File: src/rtl/nabp_config_pkg.sv
`default_nettype none

package nabp_config_pkg;

    // angle sequencing
    localparam int ANGLE_LENGTH = 8;
    localparam int NUM_ANGLES = 180;
    localparam int LAST_ANGLE = NUM_ANGLES - 1;

    // one projection line, one PE per detector position
    localparam int PROJ_LENGTH = 16;
    localparam int INDEX_WIDTH = 4;

    // sample and accumulator widths
    localparam int DATA_WIDTH = 12;
    // 180 full-scale samples fit in 20 bits
    localparam int ACC_WIDTH = 20;

endpackage

`default_nettype wire

File: src/rtl/nabp_types_pkg.sv
`default_nettype none

package nabp_types_pkg;

    import nabp_config_pkg::*;

    // controller sequence
    typedef enum logic [2:0] {
        INIT       = 3'd0,
        FILL       = 3'd1,
        FILL_SHIFT = 3'd2,
        DRAIN      = 3'd3,
        STOP       = 3'd4
    } state_t;

    typedef logic [DATA_WIDTH-1:0] sample_t;
    typedef logic [ACC_WIDTH-1:0] acc_t;
    typedef logic [INDEX_WIDTH-1:0] index_t;

endpackage

`default_nettype wire

File: src/rtl/nabp_kick_if.sv
`timescale 1ns/1ps
`default_nettype none

interface nabp_kick_if
    import nabp_config_pkg::*;
();

    // fill target, valid together with the kicks
    logic [ANGLE_LENGTH-1:0] buff_angle;
    logic buff_sel;

    // one-cycle pulses from the controller
    logic fill_kick;
    logic shift_kick;

    // levels, high while idle
    logic buff_ready;
    logic pe_ready;

    modport control (
        output buff_angle, buff_sel, fill_kick, shift_kick,
        input  buff_ready, pe_ready
    );

    modport buffer (
        input  buff_angle, buff_sel, fill_kick, shift_kick,
        output buff_ready
    );

    modport pe (
        input  shift_kick,
        output pe_ready
    );

endinterface

`default_nettype wire

File: src/rtl/nabp_state_control.sv
`timescale 1ns/1ps
`default_nettype none

module nabp_state_control
    import nabp_config_pkg::*;
    import nabp_types_pkg::*;
(
    input  logic         clk,
    input  logic         reset_n,
    nabp_kick_if.control kick,
    output logic         done
);

    state_t state;
    state_t next_state;
    logic [ANGLE_LENGTH-1:0] angle;
    logic buff_sel;
    logic fill_kick;
    logic shift_kick;
    logic next_iteration;

    // both blocks idle in the same cycle
    assign next_iteration = kick.buff_ready && kick.pe_ready;

    assign kick.buff_angle = angle;
    assign kick.buff_sel = buff_sel;
    assign kick.fill_kick = fill_kick;
    assign kick.shift_kick = shift_kick;
    assign done = (state == STOP);

    always_ff @(posedge clk)
    begin
        if (!reset_n)
        begin
            state <= INIT;
            angle <= '0;
            buff_sel <= 1'b0;
        end
        else
        begin
            state <= next_state;
            // angle and bank already point at the next fill once a kick leaves
            if (fill_kick || shift_kick)
                buff_sel <= ~buff_sel;
            if (fill_kick)
                angle <= angle + 1'b1;
        end
    end

    always_comb
    begin
        next_state = state;
        fill_kick = 1'b0;
        shift_kick = 1'b0;
        case (state)
            INIT:
            begin
                fill_kick = 1'b1;
                next_state = FILL;
            end
            FILL:
            begin
                if (next_iteration)
                begin
                    fill_kick = 1'b1;
                    shift_kick = 1'b1;
                    next_state = FILL_SHIFT;
                end
            end
            FILL_SHIFT:
            begin
                if (next_iteration)
                begin
                    shift_kick = 1'b1;
                    // last line is filled, only its shift remains
                    if (angle <= LAST_ANGLE)
                        fill_kick = 1'b1;
                    else
                        next_state = DRAIN;
                end
            end
            DRAIN:
            begin
                if (kick.pe_ready)
                    next_state = STOP;
            end
            default:
            begin
                next_state = STOP;
            end
        endcase
    end

    // no kicks once the sequence has stopped
    stop_is_quiet: assert property (@(posedge clk) disable iff (!reset_n)
        state == STOP |-> !kick.fill_kick && !kick.shift_kick);

    fill_only_when_ready: assert property (@(posedge clk) disable iff (!reset_n)
        kick.fill_kick |-> kick.buff_ready);

endmodule

`default_nettype wire

File: src/rtl/nabp_projection_buffer.sv
`timescale 1ns/1ps
`default_nettype none

module nabp_projection_buffer
    import nabp_config_pkg::*;
    import nabp_types_pkg::*;
(
    input  logic                    clk,
    input  logic                    reset_n,
    nabp_kick_if.buffer             kick,
    output logic                    sample_rd,
    output logic [ANGLE_LENGTH-1:0] sample_angle,
    output index_t                  sample_index,
    input  logic                    sample_valid,
    input  sample_t                 sample_data,
    input  index_t                  rd_index,
    output sample_t                 rd_data
);

    sample_t mem [2][PROJ_LENGTH];
    logic [ANGLE_LENGTH-1:0] fill_angle;
    logic fill_sel;
    index_t fill_index;
    logic req;
    logic pending;
    logic ready;

    assign sample_rd = req;
    assign sample_angle = fill_angle;
    assign sample_index = fill_index;
    assign kick.buff_ready = ready;

    // PE row always sees the bank not being filled
    assign rd_data = mem[!fill_sel][rd_index];

    always_ff @(posedge clk)
    begin
        if (!reset_n)
        begin
            fill_angle <= '0;
            fill_sel <= 1'b0;
            fill_index <= '0;
            req <= 1'b0;
            pending <= 1'b0;
            ready <= 1'b1;
        end
        else
        begin
            req <= 1'b0;
            // a shift-only kick still swaps banks so the last line gets read
            if (kick.fill_kick || kick.shift_kick)
                fill_sel <= kick.buff_sel;
            if (kick.fill_kick)
            begin
                fill_angle <= kick.buff_angle;
                fill_index <= '0;
                ready <= 1'b0;
                req <= 1'b1;
            end
            else if (req)
            begin
                pending <= 1'b1;
            end
            else if (pending && sample_valid)
            begin
                pending <= 1'b0;
                if (fill_index == index_t'(PROJ_LENGTH - 1))
                begin
                    ready <= 1'b1;
                end
                else
                begin
                    fill_index <= fill_index + 1'b1;
                    req <= 1'b1;
                end
            end
        end
    end

    // sample store
    always_ff @(posedge clk)
    begin
        if (pending && sample_valid)
            mem[fill_sel][fill_index] <= sample_data;
    end

    valid_needs_request: assert property (@(posedge clk) disable iff (!reset_n)
        sample_valid |-> pending);

    // a new request never overlaps an outstanding one
    one_outstanding: assert property (@(posedge clk) disable iff (!reset_n)
        sample_rd |-> !pending);

endmodule

`default_nettype wire

File: src/rtl/nabp_pe_row.sv
`timescale 1ns/1ps
`default_nettype none

module nabp_pe_row
    import nabp_config_pkg::*;
    import nabp_types_pkg::*;
(
    input  logic    clk,
    input  logic    reset_n,
    nabp_kick_if.pe kick,
    output index_t  rd_index,
    input  sample_t rd_data,
    input  logic    clear,
    input  index_t  result_index,
    output acc_t    result_data
);

    acc_t acc [PROJ_LENGTH];
    index_t index;
    logic ready;

    assign rd_index = index;
    assign kick.pe_ready = ready;
    assign result_data = acc[result_index];

    // shift sequencer, one detector position per cycle
    always_ff @(posedge clk)
    begin
        if (!reset_n)
        begin
            index <= '0;
            ready <= 1'b1;
        end
        else if (kick.shift_kick)
        begin
            index <= '0;
            ready <= 1'b0;
        end
        else if (!ready)
        begin
            index <= index + 1'b1;
            if (index == index_t'(PROJ_LENGTH - 1))
                ready <= 1'b1;
        end
    end

    // accumulators
    always_ff @(posedge clk)
    begin
        if (!reset_n || clear)
        begin
            for (int i = 0; i < PROJ_LENGTH; i++)
                acc[i] <= '0;
        end
        else if (!ready)
        begin
            acc[index] <= acc[index] + acc_t'(rd_data);
        end
    end

    shift_only_when_ready: assert property (@(posedge clk) disable iff (!reset_n)
        kick.shift_kick |-> kick.pe_ready);

    // a shift lasts exactly one line
    shift_length: assert property (@(posedge clk) disable iff (!reset_n)
        kick.shift_kick |=> !ready [*PROJ_LENGTH] ##1 ready);

endmodule

`default_nettype wire

File: src/rtl/nabp_top.sv
`timescale 1ns/1ps
`default_nettype none

module nabp_top
    import nabp_config_pkg::*;
    import nabp_types_pkg::*;
(
    input  logic                    clk,
    input  logic                    reset_n,
    input  logic                    clear,
    output logic                    sample_rd,
    output logic [ANGLE_LENGTH-1:0] sample_angle,
    output index_t                  sample_index,
    input  logic                    sample_valid,
    input  sample_t                 sample_data,
    input  index_t                  result_index,
    output acc_t                    result_data,
    output logic                    done
);

    nabp_kick_if kick ();

    // bank read path from PE row to buffer
    index_t rd_index;
    sample_t rd_data;

    nabp_state_control u_state_control (
        .clk     (clk),
        .reset_n (reset_n),
        .kick    (kick.control),
        .done    (done)
    );

    nabp_projection_buffer u_projection_buffer (
        .clk          (clk),
        .reset_n      (reset_n),
        .kick         (kick.buffer),
        .sample_rd    (sample_rd),
        .sample_angle (sample_angle),
        .sample_index (sample_index),
        .sample_valid (sample_valid),
        .sample_data  (sample_data),
        .rd_index     (rd_index),
        .rd_data      (rd_data)
    );

    nabp_pe_row u_pe_row (
        .clk          (clk),
        .reset_n      (reset_n),
        .kick         (kick.pe),
        .rd_index     (rd_index),
        .rd_data      (rd_data),
        .clear        (clear),
        .result_index (result_index),
        .result_data  (result_data)
    );

endmodule

`default_nettype wire

File: config.mk
export PLATFORM = sky130hd
export DESIGN_NAME = nabp_top
export DESIGN_NICKNAME = d
export VERILOG_FILES = /design/src/rtl/nabp_config_pkg.sv /design/src/rtl/nabp_types_pkg.sv /design/src/rtl/nabp_kick_if.sv /design/src/rtl/nabp_state_control.sv /design/src/rtl/nabp_projection_buffer.sv /design/src/rtl/nabp_pe_row.sv /design/src/rtl/nabp_top.sv
export SDC_FILE = /design/constraint.sdc
export NUM_CORES = 1
export LEC_CHECK = 0
export ABC_CLOCK_PERIOD_IN_PS = 5300
export BUFFER_PORTS_ARGS = -buffer_cell sky130_fd_sc_hd__buf_2
export CAP_MARGIN = 30
export CORE_MARGIN = 5
export CORE_UTILIZATION = 62
export DETAILED_ROUTE_END_ITERATION = 8
export PLACE_DENSITY_LB_ADDON = 0.25
export SLEW_MARGIN = 40
export SYNTH_ARGS = -nofsm -noshare
export SYNTH_HDL_FRONTEND = slang
export SYNTH_SLANG_ARGS = --single-unit
File: constraint.sdc
create_clock -name clk -period 5.3 [get_ports clk]
set_input_delay 0.795 -clock clk [delete_from_list [all_inputs] [get_ports clk]]
set_output_delay 0.795 -clock clk [all_outputs]
set_load 0.02 [all_outputs]
==> flow_results.xml <==
<?xml version="1.0" encoding="UTF-8"?>
<metrics>
  <group name="global_route">
    <metric name="vias_in_the_first_global_route" unit="">19300</metric>
    <metric name="grt_overflow_total" unit="">0</metric>
    <metric name="grt_pass1_wl" unit="mm">126</metric>
    <metric name="antenna_found_initial" unit="">2</metric>
    <metric name="grt_max_degree" unit="">66</metric>
    <metric name="global_route.usage.total" unit="%">29.3</metric>
  </group>
  <group name="synth">
    <metric name="synthesis.area_per_instance" unit="um2">17.2</metric>
    <metric name="post_synth_inst_count" unit="">1944</metric>
    <metric name="ys.flop_type" unit="">edfxtp_1</metric>
    <metric name="synth_fp_nets" unit="">1986</metric>
    <metric name="synth.cell_area" unit="um2">33500</metric>
    <metric name="ys_async_sr_fraction" unit="%">0</metric>
    <metric name="netlist-cell-type-count" unit="">68</metric>
    <metric name="synth_edf_count" unit="">704</metric>
    <metric name="yosys_register_bits" unit="">741</metric>
    <metric name="yosys_warnings" unit="">0</metric>
    <metric name="yosysSeqAreaShare" unit="%">65.3</metric>
  </group>
  <group name="sta">
    <metric name="final.period_utilization" unit="%">94.1</metric>
    <metric name="grt_setup_unrepaired" unit="">no</metric>
    <metric name="timing.final.setup_violations" unit="">0</metric>
    <metric name="hold_viol" unit="">0</metric>
    <metric name="timing.final.max_slew_violations" unit="">0</metric>
    <metric name="timing.fmax" unit="MHz">200</metric>
    <metric name="slew_headroom" unit="%">45.8</metric>
    <metric name="skew" unit="ns">0.0217</metric>
    <metric name="tightest_pin_transition" unit="ns">0.811</metric>
    <metric name="fin_crit" unit="ns">4.99</metric>
    <metric name="sum_neg_setup_slack" unit="ns">0</metric>
  </group>
  <group name="place">
    <metric name="io_buffers" unit="">53</metric>
    <metric name="hpwlAfterDp" unit="mm">49.3</metric>
    <metric name="gpl.final_weighted_congestion" unit="">0.826</metric>
    <metric name="placed_area" unit="um2">34900</metric>
  </group>
  <group name="setup_path">
    <metric name="critPathLaunchType" unit="">register</metric>
    <metric name="setup.worst_path.class" unit="">reg -&gt; reg</metric>
    <metric name="cp_max_fo" unit="">36</metric>
    <metric name="signal_arrival_time_at_the_worst_endpoint" unit="ns">5.34</metric>
    <metric name="timing.critical_path.slowest_stage_cell" unit="">dfxtp_4</metric>
    <metric name="setup.worst_path.end_class" unit="">register</metric>
    <metric name="crit_required" unit="ns">5.65</metric>
    <metric name="critical_path.cell_chain" unit="">buf_12, buf_12, mux4_2, mux4_2, mux2_2, ha_1, nand3_1, a211oi_1, o21ai_0, a211oi_2, nand3_1, xor2_2, buf_4, nor2_1</metric>
    <metric name="timing.critical_path.slowest_cell_delay" unit="ns">0.60</metric>
  </group>
  <group name="floorplan">
    <metric name="die_height" unit="um">242</metric>
    <metric name="starting_utilization_of_the_core_area" unit="%">62.4</metric>
    <metric name="fp.dieArea" unit="um2">58800</metric>
    <metric name="row_count" unit="">85</metric>
    <metric name="core" unit="um2">53700</metric>
    <metric name="top_ports" unit="">54</metric>
    <metric name="die_width" unit="um">242</metric>
  </group>
  <group name="route">
    <metric name="vias_per_cell" unit="">6.82</metric>
    <metric name="wl" unit="mm">85.5</metric>
    <metric name="detail_route.drc_violations" unit="">0</metric>
    <metric name="post_drt_wl_per_cell" unit="um">30.7</metric>
    <metric name="drt_iter0_markers" unit="">2367</metric>
    <metric name="drtAntennaViolNets" unit="">0</metric>
    <metric name="route.vias.total" unit="">19000</metric>
    <metric name="drt-pass1-iter-count" unit="">5</metric>
  </group>
  <group name="cells_and_area">
    <metric name="finalNetCount" unit="">2069</metric>
    <metric name="final_core_utilization" unit="%">69.8</metric>
    <metric name="postLayoutCellArea" unit="um2">37500</metric>
    <metric name="share_of_cells_above_drive_strength_1" unit="%">29.0</metric>
    <metric name="synthToLayoutAreaGrowth" unit="%">11.8</metric>
  </group>
  <group name="min_path">
    <metric name="hold_path_class" unit="">reg -&gt; reg</metric>
  </group>
  <group name="clock_tree">
    <metric name="htree_levels" unit="">3</metric>
    <metric name="tritoncts" unit="">yes</metric>
    <metric name="clkSinkCount" unit="">741</metric>
    <metric name="cts.path.max_buffers" unit="">3</metric>
    <metric name="tritoncts.num_buffers" unit="">76</metric>
    <metric name="clock-root-buffer" unit="">clkbuf_16</metric>
    <metric name="worstSkewPairLatency" unit="ns">0.62</metric>
    <metric name="clkSlewWorstSetupHoldPaths" unit="ns">0.06</metric>
  </group>
  <group name="power_and_ir_drop">
    <metric name="power_density" unit="nW/um2">388</metric>
    <metric name="max-vdd-ir-drop" unit="mV">0.407</metric>
    <metric name="leakagePower" unit="nW">12.7</metric>
  </group>
  <group name="flow_run">
    <metric name="maxCapViolCount" unit="">0</metric>
  </group>
  <group name="outcome">
    <metric name="status" unit="">finished clean</metric>
  </group>
</metrics>
## placed cells by master (no fill, tap or decap), types with 9 or more instances in the layout
master	n
xor2_1	15
buf_12	11
clkbuf_8	9
and2_1	11
buf_4	94
nor2b_1	11
a21oi_1	17
dfxtp_1	31
nand2b_1	12
nor3b_1	20
nand2_1	83
mux4_2	288
edfxtp_1	704
clkbuf_1	19
nor2_1	355
clkinv_1	15
a21boi_0	12
or4_1	16
clkbuf_16	77
mux4_1	16
mux2i_1	19
inv_1	9
nand3_1	14
ha_1	21
mux2_2	9
buf_2	50
o21ai_0	28
## worst max-delay path, delay by kind of cell (launching register included)
family,cells,cell delay (ns)
AO/OA/AOI/OAI,3,1.04
XOR/XNOR,1,0.20
multiplexers,3,1.30
adder cells (fa/ha/maj),1,0.39
flip-flops,1,0.60
buffers and inverters,3,0.74
AND/OR/NAND/NOR,3,0.40
## stage by stage
step / hold WS (ns) / instances / setup WS [ns] / total power [W]
after CTS: 0.464 / 2784 / 0.211 / 0.0146
after detailed placement: 0.456 / 2644 / 0.266 / 0.00929
after global placement: 0.450 / 2644 / 0.323 / 0.00922
after floorplan: 0.459 / 1944 / 0.595 / 0.00850
final: 0.458 / 2787 / 0.312 / 0.0146
after global routing: 0.474 / 2785 / 0.0447 / 0.0151
## metal layers
layer	vias up	share of wire, %	wire length, um	global-route usage [%]
li1	7860	-	-	-
met1	9639	35	29800	38.5
met2	1274	49	42300	47.2
met3	230	11	9720	7.92
met4	0	4.3	3650	12.2
met5	-	0	0	0
## layout make-up
| cell class | instances | area, um2 |
|---|---|---|
| clock buffer | 106 | 2130 |
| sequential | 741 | 21900 |
| inverter | 10 | 37.5 |
| fill | 3341 | 16200 |
| antenna | 2 | 5.00 |
| multi-input combinational | 1043 | 11000 |
| clock inverter | 34 | 364 |
| timing repair buffer | 155 | 1180 |
| tap | 696 | 871 |
## where the power goes
group	switching (W)	internal (W)
combinational	0.00142	0.00107
clock	0.00220	0.00315
sequential	0.000147	0.00655
## cell usage after synthesis (4+ instances only)
cell type	count	area, um2
edfxtp_1	704	21100
nor2_1	361	1360
mux4_2	288	6490
clkbuf_1	104	390
nand2_1	85	319
dfxtp_1	37	741
o21ai_0	31	155
ha_1	21	263
nor3b_1	20	150
mux2i_1	19	190
buf_2	18	90.1
a21oi_1	17	85.1
buf_1	16	60.1
mux4_1	16	420
or4_1	16	120
nand3_1	15	75.1
xor2_1	15	131
a21boi_0	12	90.1
nand2b_1	12	75.1
and2_1	11	68.8
nor2b_1	11	68.8
inv_1	9	33.8
mux2_2	9	101
a22oi_1	8	60.1
xnor2_1	8	70.1
nor3_1	6	30.0
o22ai_1	6	37.5
or2_2	6	37.5
buf_4	4	30.0
or3_1	4	25.0
## cell families after synthesis
kind of cell | synth area share [%]
AOI/OAI and AO/OA | 1.88
xor gates and xnor gates | 0.795
adders and majority gates | 0.844
buffers and inverters | 2.14
DFF | 65.3
muxes | 21.7
and+or+nand+nor | 7.37
## final timing paths
kind / start / to / slack (ns) / depth (start not counted)
setup / recovery: u_projection_buffer.fill_sel / u_pe_row.acc[3][18] / 0.31 / 14
hold / removal: u_projection_buffer.sample_angle[2] / u_projection_buffer.sample_angle[2] / 0.46 / 2
setup reg to reg: u_projection_buffer.fill_sel / u_pe_row.acc[3][18] / 0.31 / 14
hold reg to reg: u_projection_buffer.sample_angle[2] / u_projection_buffer.sample_angle[2] / 0.46 / 2
## timing repair
action | 4_1_cts | 5_1_grt
hold buffers | 0 | 0
buffers inserted | 0 | 0
resized for setup | 0 | 2
setup endpoints to repair | 0 | 32
## registers in the layout, summed over array words and instances, names as in the netlist, named ones only
signal                               count
u_projection_buffer.sample_rd            1
u_projection_buffer.mem                384
u_pe_row.acc                           320
u_state_control.state                    3
u_projection_buffer.sample_index         4
u_pe_row.rd_index                        4
u_projection_buffer.fill_sel             1
u_state_control.kick.buff_angle          8
u_projection_buffer.kick.buff_ready      1
u_pe_row.kick.pe_ready                   1
u_projection_buffer.pending              1
u_projection_buffer.sample_angle         8
u_state_control.kick.buff_sel            1
No activity file was read; power rests on OpenSTA's default activity.
